==> config.mk <==
export PLATFORM = sky130hd
export DESIGN_NAME = lcd_palette_top
export DESIGN_NICKNAME = d
export VERILOG_FILES = /design/src/verilog/ppu_pkg.sv /design/src/verilog/cpu_io_decode.sv /design/src/verilog/lcd_palette_top.sv /design/src/verilog/palettes.sv /design/src/verilog/pixel_mixer.sv /design/src/verilog/shade_lookup.sv
export SDC_FILE = /design/constraint.sdc
export NUM_CORES = 1
export LEC_CHECK = 0
export BUFFER_PORTS_ARGS = -buffer_cell sky130_fd_sc_hd__buf_2
export CORE_UTILIZATION = 35
export DETAILED_ROUTE_END_ITERATION = 8
export PLACE_DENSITY = 0.6
export SYNTH_ARGS = -nofsm -noshare
export SYNTH_HDL_FRONTEND = slang
export SYNTH_SLANG_ARGS = --single-unit
export TNS_END_PERCENT = 20
==> constraint.sdc <==
create_clock -name clk -period 3.9 [get_ports clk]
set_input_delay 0.195 -clock clk [delete_from_list [all_inputs] [get_ports clk]]
set_output_delay 0.195 -clock clk [all_outputs]
set_load 0.02 [all_outputs]
==> src/verilog/ppu_pkg.sv <==
package ppu_pkg;

	// cpu bus.
	typedef logic [15:0] addr_t;
	typedef logic [7:0]  cpu_data_t;

	// palette register, two bits of shade per color index.
	// bits 1:0 give the shade of color 0, bits 7:6 that of color 3.
	typedef logic [7:0] palette_t;

	// pixel side.
	typedef logic [1:0] color_idx_t;
	typedef logic [1:0] shade_t;
	typedef logic [1:0] pal_sel_t;

	// which palette a mixed pixel is looked up in.
	localparam pal_sel_t PAL_BGP  = 2'd0;
	localparam pal_sel_t PAL_OBP0 = 2'd1;
	localparam pal_sel_t PAL_OBP1 = 2'd2;

	// bgp sits here on the real console, obp0 and obp1 follow it.
	localparam addr_t ADDR_BGP_DEFAULT = 16'hff47;

	// data returned for a read that hits no palette.
	localparam cpu_data_t UNMAPPED_READ = 8'hff;

endpackage

==> src/verilog/cpu_io_decode.sv <==
`timescale 1ns/1ps
`default_nettype none

module cpu_io_decode
	import ppu_pkg::*;
	#(
		parameter addr_t PAL_BASE = ADDR_BGP_DEFAULT
	)
	(
		input  logic      clk,
		input  logic      reset,

		input  addr_t     cpu_addr,
		input  logic      cpu_rd2,
		input  logic      cpu_wr2,

		// combinational read data from the palette block.
		input  cpu_data_t rd_data,

		output logic      ff47,
		output logic      ff48,
		output logic      ff49,
		output logic      wr_en,

		output cpu_data_t cpu_rdata,
		output logic      cpu_rdata_valid
	);

	localparam addr_t ADDR_BGP  = PAL_BASE;
	localparam addr_t ADDR_OBP0 = addr_t'(PAL_BASE + 16'd1);
	localparam addr_t ADDR_OBP1 = addr_t'(PAL_BASE + 16'd2);

	logic pal_hit;

	// one select at most, the addresses differ.
	assign ff47 = (cpu_addr == ADDR_BGP);
	assign ff48 = (cpu_addr == ADDR_OBP0);
	assign ff49 = (cpu_addr == ADDR_OBP1);

	assign pal_hit = ff47 | ff48 | ff49;

	// writes to unmapped addresses never reach the palettes.
	assign wr_en = cpu_wr2 & pal_hit;

	always_ff @(posedge clk) begin
		if (reset) begin
			cpu_rdata_valid <= 1'b0;
		end else begin
			cpu_rdata_valid <= cpu_rd2;
		end
	end

	// read return register, holds until the next read.
	always_ff @(posedge clk) begin
		if (cpu_rd2) begin
			cpu_rdata <= pal_hit ? rd_data : UNMAPPED_READ;
		end
	end

endmodule

`default_nettype wire

==> src/verilog/lcd_palette_top.sv <==
`timescale 1ns/1ps
`default_nettype none

module lcd_palette_top
	import ppu_pkg::*;
	#(
		parameter addr_t PAL_BASE = ADDR_BGP_DEFAULT
	)
	(
		input  logic       clk,
		input  logic       reset,

		// cpu port.
		input  addr_t      cpu_addr,
		input  cpu_data_t  cpu_wdata,
		input  logic       cpu_rd2,
		input  logic       cpu_wr2,
		output cpu_data_t  cpu_rdata,
		output logic       cpu_rdata_valid,

		// pixel stream in.
		input  logic       pix_valid,
		input  color_idx_t bg_color,
		input  color_idx_t obj_color,
		input  logic       obj_pal1,
		input  logic       obj_behind_bg,

		// shade out, two cycles after the pixel.
		output logic       shade_valid,
		output shade_t     shade
	);

	logic       ff47;
	logic       ff48;
	logic       ff49;
	logic       wr_en;
	cpu_data_t  rd_data;

	palette_t   bgp_d;
	palette_t   obp0_d;
	palette_t   obp1_d;

	logic       mix_valid;
	color_idx_t mix_color;
	pal_sel_t   mix_pal;

	cpu_io_decode #(
		.PAL_BASE(PAL_BASE)
	) u_cpu_io_decode (
		.clk            (clk),
		.reset          (reset),
		.cpu_addr       (cpu_addr),
		.cpu_rd2        (cpu_rd2),
		.cpu_wr2        (cpu_wr2),
		.rd_data        (rd_data),
		.ff47           (ff47),
		.ff48           (ff48),
		.ff49           (ff49),
		.wr_en          (wr_en),
		.cpu_rdata      (cpu_rdata),
		.cpu_rdata_valid(cpu_rdata_valid)
	);

	palettes u_palettes (
		.clk    (clk),
		.reset  (reset),
		.wr_en  (wr_en),
		.ff47   (ff47),
		.ff48   (ff48),
		.ff49   (ff49),
		.wdata  (cpu_wdata),
		.rd_data(rd_data),
		.bgp_d  (bgp_d),
		.obp0_d (obp0_d),
		.obp1_d (obp1_d)
	);

	pixel_mixer u_pixel_mixer (
		.clk          (clk),
		.reset        (reset),
		.pix_valid    (pix_valid),
		.bg_color     (bg_color),
		.obj_color    (obj_color),
		.obj_pal1     (obj_pal1),
		.obj_behind_bg(obj_behind_bg),
		.mix_valid    (mix_valid),
		.mix_color    (mix_color),
		.mix_pal      (mix_pal)
	);

	shade_lookup u_shade_lookup (
		.clk        (clk),
		.reset      (reset),
		.mix_valid  (mix_valid),
		.mix_color  (mix_color),
		.mix_pal    (mix_pal),
		.bgp_d      (bgp_d),
		.obp0_d     (obp0_d),
		.obp1_d     (obp1_d),
		.shade_valid(shade_valid),
		.shade      (shade)
	);

endmodule

`default_nettype wire

==> src/verilog/palettes.sv <==
`timescale 1ns/1ps
`default_nettype none

module palettes
	import ppu_pkg::*;
	(
		input  logic      clk,
		input  logic      reset,

		input  logic      wr_en,
		input  logic      ff47,
		input  logic      ff48,
		input  logic      ff49,
		input  cpu_data_t wdata,

		output cpu_data_t rd_data,

		output palette_t  bgp_d,
		output palette_t  obp0_d,
		output palette_t  obp1_d
	);

	localparam int NUM_PAL = 3;

	// one entry per register, ordered bgp, obp0, obp1.
	palette_t          pal_q [NUM_PAL];
	logic [NUM_PAL-1:0] sel;

	assign sel = {ff49, ff48, ff47};

	// flip-flops where the console has transparent latches.
	always_ff @(posedge clk) begin
		if (reset) begin
			for (int i = 0; i < NUM_PAL; i++) begin
				pal_q[i] <= '0;
			end
		end else begin
			for (int i = 0; i < NUM_PAL; i++) begin
				if (wr_en && sel[i]) begin
					pal_q[i] <= palette_t'(wdata);
				end
			end
		end
	end

	// read mux, zero when nothing is addressed.
	always_comb begin
		rd_data = '0;
		for (int i = 0; i < NUM_PAL; i++) begin
			if (sel[i]) begin
				rd_data = cpu_data_t'(pal_q[i]);
			end
		end
	end

	// live register values to the pixel path.
	assign bgp_d  = pal_q[PAL_BGP];
	assign obp0_d = pal_q[PAL_OBP0];
	assign obp1_d = pal_q[PAL_OBP1];

endmodule

`default_nettype wire

==> src/verilog/pixel_mixer.sv <==
`timescale 1ns/1ps
`default_nettype none

module pixel_mixer
	import ppu_pkg::*;
	(
		input  logic       clk,
		input  logic       reset,

		input  logic       pix_valid,
		input  color_idx_t bg_color,
		input  color_idx_t obj_color,
		input  logic       obj_pal1,
		input  logic       obj_behind_bg,

		output logic       mix_valid,
		output color_idx_t mix_color,
		output pal_sel_t   mix_pal
	);

	logic       bg_opaque;
	logic       obj_opaque;
	logic       obj_wins;
	color_idx_t sel_color;
	pal_sel_t   sel_pal;

	// color 0 is transparent for sprites.
	assign bg_opaque  = (bg_color != '0);
	assign obj_opaque = (obj_color != '0);

	// a sprite behind the background only shows through color 0.
	assign obj_wins = obj_opaque && (!obj_behind_bg || !bg_opaque);

	always_comb begin
		if (obj_wins) begin
			sel_color = obj_color;
			sel_pal   = obj_pal1 ? PAL_OBP1 : PAL_OBP0;
		end else begin
			sel_color = bg_color;
			sel_pal   = PAL_BGP;
		end
	end

	always_ff @(posedge clk) begin
		if (reset) begin
			mix_valid <= 1'b0;
		end else begin
			mix_valid <= pix_valid;
		end
	end

	// pixel payload, only loaded with a valid pixel.
	always_ff @(posedge clk) begin
		if (pix_valid) begin
			mix_color <= sel_color;
			mix_pal   <= sel_pal;
		end
	end

endmodule

`default_nettype wire

==> src/verilog/shade_lookup.sv <==
`timescale 1ns/1ps
`default_nettype none

module shade_lookup
	import ppu_pkg::*;
	(
		input  logic       clk,
		input  logic       reset,

		input  logic       mix_valid,
		input  color_idx_t mix_color,
		input  pal_sel_t   mix_pal,

		input  palette_t   bgp_d,
		input  palette_t   obp0_d,
		input  palette_t   obp1_d,

		output logic       shade_valid,
		output shade_t     shade
	);

	palette_t pal;
	shade_t   next_shade;

	// the palette is sampled at this stage's edge, not at stage 1.
	always_comb begin
		case (mix_pal)
			PAL_OBP0: pal = obp0_d;
			PAL_OBP1: pal = obp1_d;
			default:  pal = bgp_d;
		endcase
	end

	// two bits per color index, color 0 in the low bits.
	assign next_shade = shade_t'(pal[{mix_color, 1'b0} +: 2]);

	always_ff @(posedge clk) begin
		if (reset) begin
			shade_valid <= 1'b0;
		end else begin
			shade_valid <= mix_valid;
		end
	end

	always_ff @(posedge clk) begin
		if (mix_valid) begin
			shade <= next_shade;
		end
	end

endmodule

`default_nettype wire
==> results.md, run 1 <==
* First-pass GRT wire length at 6458 um
* Vias per Instance at 5.090
* Chip Height at 77.13 um
* Initial core utilization at 0.3749
* Routed Antenna Nets at 0
* Leakage power at 0.8588 nW
* Vias at 1364
* Netlist cell types at 36
* Clock sinks at 41
* Crit path arrival time at 1.90 ns
* Maximum buffer depth of the clock tree at 2
* YS warnings at 0
* Cell Count Post-Placement at 260
* Clock-pin slew on the worst setup and hold paths at 0.08 ns
* CTS Hold Bufs at 0
* Post-synthesis async set-or-reset flop share at 0
* Register area share after synthesis at 0.6080
* Final cell count without fillers at 268
* Crit path kind: in2reg
* Largest net degree at the start of global routing at 15
* Largest area contributor in the netlist: edfxtp_1
* HPWL after DPL at 3028 um
* Critical path's slowest cell: nor3_2
* Max-cap violations at 0
* Post-cts sizing count at 0
* Die outline width at 77.13 um
* Clock skew at 0.003904 ns
* RSZ-0062 raised after global routing: no
* Post-CTS Setup Inserts at 0
* Critical path launch point type: input pin
* Mapped Cells at 150
* Pint at 0.0006745 W
* Seq pwr share at 0.585
* Nets at 234
* ANT cells at 0
* WP data required at 3.87 ns
* I/O Buffers at 46
* Final RePlAce weighted congestion at 0.8087
* Layout cells sized above 1 at 0.3788
* Final cycle utilization of the critical path at 0.4946
* Core Region at 5270 um2
* Sw frac at 0.2420
* Initial detailed-routing violation count at 211
* Top-Level Pins at 47
* Worst-path cell chain: buf_2 > or4b_4 > nor3_2 > a41o_1
* Fmax at 518.5 MHz
* Final min period at 1.929 ns
* Crit end category: flop
* Status: finished, final reports clean
* Logic pwr share at 0.114
* Worst slew margin at 0.5452
* Final Hold Viols at 0
* Area growth syn-to-layout at 19.06%
* PwrDens at 378.3 nW/um2
* Syn_nets at 187
* Crit Path Max Fanout at 11
* Clock Latency Late Sink at 0.30 ns
* Sw power at 0.0002153 W
* VDD IR-drop max at 0.1364 mV
* Vias in the first global route at 1332
* Number of synthesized flops with an enable pin at 38
* Syn avg cell area at 13.17 um2
* Commonest non-fill, non-tap cell in the layout: buf_2
* #FFs+latches synth at 41
* Mapped Area at 1976 um2
* GRT Util Overall at 0.1436
* CP max stage delay at 0.60 ns
* Root Driver: clkbuf_8
* Synth top area cells: edfxtp_1 58%, nor3_2 4.6%, dfxtp_1 3.0%, inv_1 2.8%, mux2_2 2.8%
* GR Overflow Total at 0
* Antenna violations before repair at 0
* Min-delay worst type: in2reg
* DR pass1 iterations at 4
* # setup viols final at 0
* Max-slew violation count at 0
* Post-synth top area share at 0.5776
* Most frequent cells in the layout: 46 x buf_2, 38 x edfxtp_1, 15 x inv_1
* Clock Power Share at 0.302
* Total power at 0.0008898 W
* Row cnt at 26
* Die area at 5949 um2
* Least-Margin Pin Slew at 0.6785 ns
* WL final at 3928 um
* CTS tree: yes
* # DRC at 0
* Synth Flop Type: edfxtp_1
* Inserted Clock Buffers at 5
* Wire per inst at 14.66 um
* Setup TNS at 0 ns
* Max H-tree Level at 2
* Fillers at 492
-- path summary, 6_finish.rpt --
check,cells past startpoint,endpoint,slack [ns],startpoint
setup / recovery,4,u_palettes.pal_q[0][23],1.97,cpu_addr[5]
hold / removal,1,u_pixel_mixer.mix_pal[0],0.17,pix_valid
setup reg to reg,5,u_shade_lookup.shade[0],2.21,u_pixel_mixer.mix_pal[1]
hold reg to reg,0,u_shade_lookup.shade[1],0.50,u_pixel_mixer.mix_valid
-- Yosys cell counts, types with 3 or more instances --
master,number
o21ai_1,3
nand2_1,14
a221oi_1,4
nor4b_1,3
nor2b_1,4
nor2_1,3
dfxtp_1,3
clkbuf_1,4
inv_1,15
nor3_1,3
mux2_2,5
nor3_2,9
o22ai_1,5
edfxtp_1,38
o21a_1,3
nand2b_1,3
-- flip-flops by register name, summed over array words and instances, names as in the netlist --
name	count
u_pixel_mixer.mix_color	2
u_pixel_mixer.mix_valid	1
u_cpu_io_decode.cpu_rdata	8
u_palettes.pal_q	24
u_pixel_mixer.mix_pal	2
u_shade_lookup.shade_valid	1
u_shade_lookup.shade	2
u_cpu_io_decode.cpu_rdata_valid	1
-- routing by layer --
layer	global-route usage	wire, um	vias up
met4	0.06415	63	0
met1	0.1824	1673	624
met5	0	0	-
met3	0.04048	286	9
li1	-	-	670
met2	0.2265	1904	61
-- stage by stage --
| stage | hold slack, ns | setup slack (ns) | util | instance area [um2] |
|---|---|---|---|---|
| after global routing | 0.1634 | 1.882 | 0.4463 | 2352 |
| after floorplan | 0.2666 | 2.170 | - | 1976 |
| after CTS | 0.1668 | 1.993 | 0.4463 | 2352 |
| final | 0.1679 | 1.971 | 0.4463 | 2352 |
| after global placement | 0.4679 | 1.702 | 0.4300 | 2266 |
| after detailed placement | 0.4733 | 1.681 | 0.4300 | 2266 |
-- power groups by stage --
stage	clock network, W	registers, W	logic [W]
2_1_floorplan	0	0.000531	0.0000540
3_3_place_gp	0	0.000530	0.000100
3_5_place_dp	0	0.000530	0.000101
4_1_cts	0.000271	0.000520	0.000102
5_1_grt	0.000291	0.000523	0.000112
6_report	0.000268	0.000520	0.000101
-- worst max-delay path, delay by kind of cell --
kind / cells / cell delay, ns
simple gates: 2 / 1.14
buf+inv: 1 / 0.09
compound gates: 1 / 0.47
-- cells by family (layout without fill, tap and decap cells) --
kind of cell,count (synthesis),count (layout),share of synthesized area
AND/OR/NAND/NOR,48,48,0.1672
flip-flops,41,41,0.6080
AO/OA/AOI/OAI,31,31,0.1184
buffers and inverters,21,69,0.04243
multiplexers,7,7,0.05129
adder cells (fa/ha/maj),2,2,0.01266
-- cell type report --
type / count / area, um2 / area share
flip-flops and latches: 41 / 1201 / 0.5106
clock buffers: 5 / 68.82 / 0.02926
well taps: 70 / 87.58 / 0.03723
multi-input cells: 88 / 690.7 / 0.2936
inverters: 15 / 56.30 / 0.02394
repair buffers: 46 / 230.2 / 0.09787
clock inverters: 3 / 17.52 / 0.007447
Note: power is estimated with default switching activity, not from simulation.
==> run 2, diff against run 1 <==
==> constraint.sdc (replaced) <==
create_clock -name clk -period 2 [get_ports clk]
set_input_delay 0.1 -clock clk [delete_from_list [all_inputs] [get_ports clk]]
set_output_delay 0.1 -clock clk [all_outputs]
set_load 0.02 [all_outputs]
==> run 2 against run 1 <==
Against the previous run: clock skew hardly changed; sequential power rose by 96%; hold slack got worse by 0.089 ns; highest routed layer unchanged.
==> results.md, run 2 (synthesis results as in run 1) <==
* Inserted Clock Buffers at 5
* GR Overflow Total at 0
* Logic pwr share at 0.112
* Most frequent cells in the layout: 46 x buf_2, 38 x edfxtp_1, 15 x inv_1
* Final Hold Viols at 0
* PwrDens at 730.4 nW/um2
* Min-delay worst type: in2reg
* Cell depth of the worst flop-to-flop path at 5
* Fillers at 517
* Sw frac at 0.2363
* Antenna violations before repair at 0
* RSZ-0062 raised after global routing: no
* Initial detailed-routing violation count at 199
* Setup TNS at 0 ns
* ANT cells at 0
* Seq pwr share at 0.587
* Clock Latency Late Sink at 0.29 ns
* Crit end category: flop
* Row cnt at 26
* Routed Antenna Nets at 0
* CTS Hold Bufs at 0
* Die area at 5949 um2
* GRT Util Overall at 0.1400
* Final cycle utilization of the critical path at 0.8566
* Critical path launch point type: flop
* Sw power at 0.0004087 W
* Nets at 236
* VDD IR-drop max at 0.2870 mV
* Post-cts sizing count at 0
* Crit Path Max Fanout at 8
* Commonest non-fill, non-tap cell in the layout: buf_2
* Final instance area at 2369 um2
* WP data required at 2.08 ns
* Worst slew margin at 0.7475
* Biggest register: u_palettes.pal_q
* DR pass1 iterations at 4
* CTS tree: yes
* Max-cap violations at 0
* First-pass GRT wire length at 6410 um
* Area after DPL at 2281 um2
* # setup viols final at 0
* Status: finished, final reports clean
* Pint at 0.001321 W
* Wire per inst at 13.79 um
* Crit path kind: reg2reg
* Chip Height at 77.13 um
* HPWL after DPL at 2953 um
* Final min period at 1.713 ns
* Vias per Instance at 5.011
* WHS at 0.07877 ns
* Layout cells sized above 1 at 0.3800
* # DRC at 0
* Die outline width at 77.13 um
* Core Region at 5270 um2
* Leakage power at 0.8620 nW
* Clock sinks at 41
* Crit path arrival time at 1.79 ns
* Max H-tree Level at 2
* Initial core utilization at 0.3749
* Largest net degree at the start of global routing at 15
* Top-Level Pins at 47
* Root Driver: clkbuf_8
* Vias in the first global route at 1320
* Max reg flops at 24
* Clock skew at 0.003884 ns
* Maximum buffer depth of the clock tree at 2
* WL final at 3722 um
* I/O Buffers at 46
* Clock Power Share at 0.300
* Max-slew violation count at 0
* Biggest registers after layout: u_palettes.pal_q: 24 flops, u_cpu_io_decode.cpu_rdata: 8 flops
* Least-Margin Pin Slew at 0.3788 ns
* Hold path depth at 1
* Vias at 1353
* Post-CTS Setup Inserts at 0
* Clock-pin slew on the worst setup and hold paths at 0.07 ns
* Area growth syn-to-layout at 19.89%
* Fmax at 583.7 MHz
* Final RePlAce weighted congestion at 0.7753
==> run 2: changes by cell type in the layout (fill, tap and decap cells not counted), sizes merged <==
cell	previous run	this run
clkinv	2	0
clkbuf	5	6
buf	46	48
clkinvlp	1	2
==> run 2: power groups by stage <==
stage          combinational, W  sequential [W]  clock [W]
2_1_floorplan          0.000105         0.00104          0
3_3_place_gp           0.000194         0.00104          0
3_5_place_dp           0.000196         0.00103          0
4_1_cts                0.000196         0.00102   0.000535
5_1_grt                0.000214         0.00102   0.000578
6_report               0.000194         0.00102   0.000520
==> run 2: path summary, 6_finish.rpt <==
path | start | end | slack (ns)
worst min-delay path | pix_valid | u_pixel_mixer.mix_color[1] | 0.08
worst min register to register | u_pixel_mixer.mix_valid | u_shade_lookup.shade[0] | 0.50
worst max-delay path | u_pixel_mixer.mix_pal[1] | u_shade_lookup.shade[0] | 0.29
worst max register to register | u_pixel_mixer.mix_pal[1] | u_shade_lookup.shade[0] | 0.29
==> run 2: through the flow <==
stage / setup slack (ns) / power [W] / util / instances
final: 0.2867 / 0.001730 / 0.4494 / 270
after global routing: 0.2121 / 0.001813 / 0.4494 / 270
after CTS: 0.2715 / 0.001746 / 0.4494 / 270
after detailed placement: 0.1823 / 0.001230 / 0.4328 / 262
after global placement: 0.2171 / 0.001229 / 0.4328 / 262
after floorplan: 0.3654 / 0.001141 / - / 150
==> run 2: layout make-up <==
type                       count  area, um2  share of cell area
multi-input combinational     88      690.7              0.2916
sequential                    41       1201              0.5071
tap                           70      87.58             0.03698
timing repair buffer          48      245.2              0.1035
clock buffer                   6      72.57             0.03064
inverter                      15      56.30             0.02377
clock inverter                 2      15.01            0.006339
==> run 2: critical path: stages (launching register included) <==
cell	delay (ns)
edfxtp_1	0.40
inv_1	0.07
ha_1	0.29
a211oi_1	0.12
a32o_1	0.23
o41ai_1	0.39
==> run 2: routing by layer <==
layer / GRT usage / vias up / wire length [um]
met5: 0 / - / 0
met4: 0.03396 / 0 / 38
met3: 0.05000 / 4 / 215
met2: 0.2177 / 47 / 1704
met1: 0.1852 / 624 / 1763
li1: - / 678 / -
==> run 3, diff against run 2 <==
--- a/config.mk
+++ b/config.mk
@@ -8,6 +8,7 @@
 export BUFFER_PORTS_ARGS = -buffer_cell sky130_fd_sc_hd__buf_2
 export CORE_UTILIZATION = 35
 export DETAILED_ROUTE_END_ITERATION = 8
+export HOLD_SLACK_MARGIN = 0.02
 export PLACE_DENSITY = 0.6
 export SYNTH_ARGS = -nofsm -noshare
 export SYNTH_HDL_FRONTEND = slang
==> constraint.sdc (replaced) <==
create_clock -name clk -period 2 [get_ports clk]
set_input_delay 0.3 -clock clk [delete_from_list [all_inputs] [get_ports clk]]
set_output_delay 0.3 -clock clk [all_outputs]
set_load 0.02 [all_outputs]
==> run 3 against run 2 <==
Against the previous run: critical path type unchanged; die area stayed put; critical path depth stayed put; sequential share of layout area is 1.2 points lower.
==> results.md, run 3 (synthesis results as in run 1) <==
* Inserted Clock Buffers at 5
* I/O Buffers at 46
* Least-Margin Pin Slew at 0.3867 ns
* Top-Level Pins at 47
* Post-cts sizing count at 0
* Final cycle utilization of the critical path at 0.8960
* Commonest non-fill, non-tap cell in the layout: buf_2
* Critical path launch point type: flop
* Root Driver: clkbuf_8
* HPWL after DPL at 2963 um
* Setup TNS at 0 ns
* Clock skew at 0.006029 ns
* Routed wl met3 at 205 um
* Critical Path End: u_shade_lookup.shade[0]
* Area growth syn-to-layout at 22.86%
* DR pass1 iterations at 4
* Vias per Instance at 4.956
* Status: finished, final reports clean
* Max reg flops at 24
* Clock sinks at 41
* Die area at 5949 um2
* Final cell count without fillers at 273
* Most frequent cells in the layout: 46 x buf_2, 38 x edfxtp_1, 15 x inv_1
* Vias in the first global route at 1265
* Biggest registers after layout: u_palettes.pal_q: 24 flops, u_cpu_io_decode.cpu_rdata: 8 flops
* GRT Util Overall at 0.1340
* Worst slew margin at 0.7388
* Critical R2R Launch: u_pixel_mixer.mix_pal[1]
* Clock-pin slew on the worst setup and hold paths at 0.07 ns
* Initial detailed-routing violation count at 178
* CTS Hold Bufs at 0
* # DRC at 0
* Biggest register: u_palettes.pal_q
* DR WL met2 at 1737 um
* Final min period at 1.792 ns
* WP data required at 2.05 ns
* Cell depth of the worst flop-to-flop path at 5
* DR top layer: met4
* CP Launch Point: u_pixel_mixer.mix_pal[1]
* Max H-tree Level at 2
* Final Hold Viols at 0
* Chip Height at 77.13 um
* Cell Count Post-Placement at 266
* Fillers at 509
* Layout cells sized above 1 at 0.3941
* Final RePlAce weighted congestion at 0.8403
* Initial core utilization at 0.3749
* Post-Route M1 WL at 1764 um
* Max-slew violation count at 0
* Crit path kind: reg2reg
* GR Overflow Total at 0
* Row cnt at 26
* Antenna violations before repair at 0
* Wire per inst at 13.72 um
* Leakage power at 0.9019 nW
* Maximum buffer depth of the clock tree at 2
* Fmax at 558.0 MHz
* Die outline width at 77.13 um
* Crit path arrival time at 1.85 ns
* Nets at 240
* Crit Path Max Fanout at 8
* RSZ-0062 raised after global routing: no
* FF-to-FF End: u_shade_lookup.shade[0]
* Largest net degree at the start of global routing at 14
* Clock Latency Late Sink at 0.29 ns
* Worst R2R Setup Slack at 0.21 ns
* Vias at 1353
* Area after DPL at 2323 um2
* Max-cap violations at 0
* PwrDens at 757.1 nW/um2
* Core Region at 5270 um2
* VDD IR-drop max at 0.2779 mV
* # setup viols final at 0
* First-pass GRT wire length at 5940 um
* Final instance area at 2427 um2
* Routed Antenna Nets at 0
* Post-CTS Setup Inserts at 0
* Crit end category: flop
* WL final at 3746 um
* Min-delay worst type: in2reg
* ANT cells at 0
* CTS tree: yes
[run 3: final cells by class]
cell class,count,area [um2],share of cell area
well taps,70,87.58,0.03608
multi-input cells,88,690.7,0.2845
clock buffers,5,68.82,0.02835
inverters,15,56.30,0.02320
repair buffers,52,287.8,0.1186
clock inverters,2,35.03,0.01443
flip-flops and latches,41,1201,0.4948
[run 3: stage by stage]
stage          total power, W  worst slack, ns  hold WS (ns)  utilization
3_5_place_dp         0.001239          0.03996        0.4844       0.4409
5_1_grt              0.001911           0.1116        0.2721       0.4606
6_report             0.001838           0.2080        0.2789       0.4606
3_3_place_gp         0.001238          0.03716        0.4703       0.4409
4_1_cts              0.001853           0.1938        0.2758       0.4606
2_1_floorplan        0.001141           0.1654        0.3716            -
[run 3: layer usage]
metal,track usage,up-vias
li1,-,682
met1,0.1673,620
met2,0.2097,47
met3,0.05000,4
met4,0.05094,0
met5,0,-
[run 3: worst max-delay path: stages, from the launching register on]
cell	delay [ns]
edfxtp_1	0.39
inv_1	0.07
ha_1	0.31
a211oi_1	0.13
a32o_1	0.23
o41ai_1	0.43
[run 3: worst min-delay path by stage]
stage                                       start                              end  slack (ns)  cells after the start
after global routing                    pix_valid         u_pixel_mixer.mix_pal[0]        0.27                      1
after CTS                               pix_valid         u_pixel_mixer.mix_pal[0]        0.28                      1
after detailed placement  u_pixel_mixer.mix_valid          u_shade_lookup.shade[1]        0.48                      0
final                                   pix_valid         u_pixel_mixer.mix_pal[0]        0.28                      1
after floorplan                             reset  u_cpu_io_decode.cpu_rdata_valid        0.37                      1
after global placement    u_pixel_mixer.mix_valid          u_shade_lookup.shade[1]        0.47                      0
[run 3: power breakdown]
group | total [W] | internal [W] | switching [W]
clock network | 0.000617 | 0.000362 | 0.000255
registers | 0.00101 | 0.000984 | 0.0000306
logic | 0.000207 | 0.0000996 | 0.000107
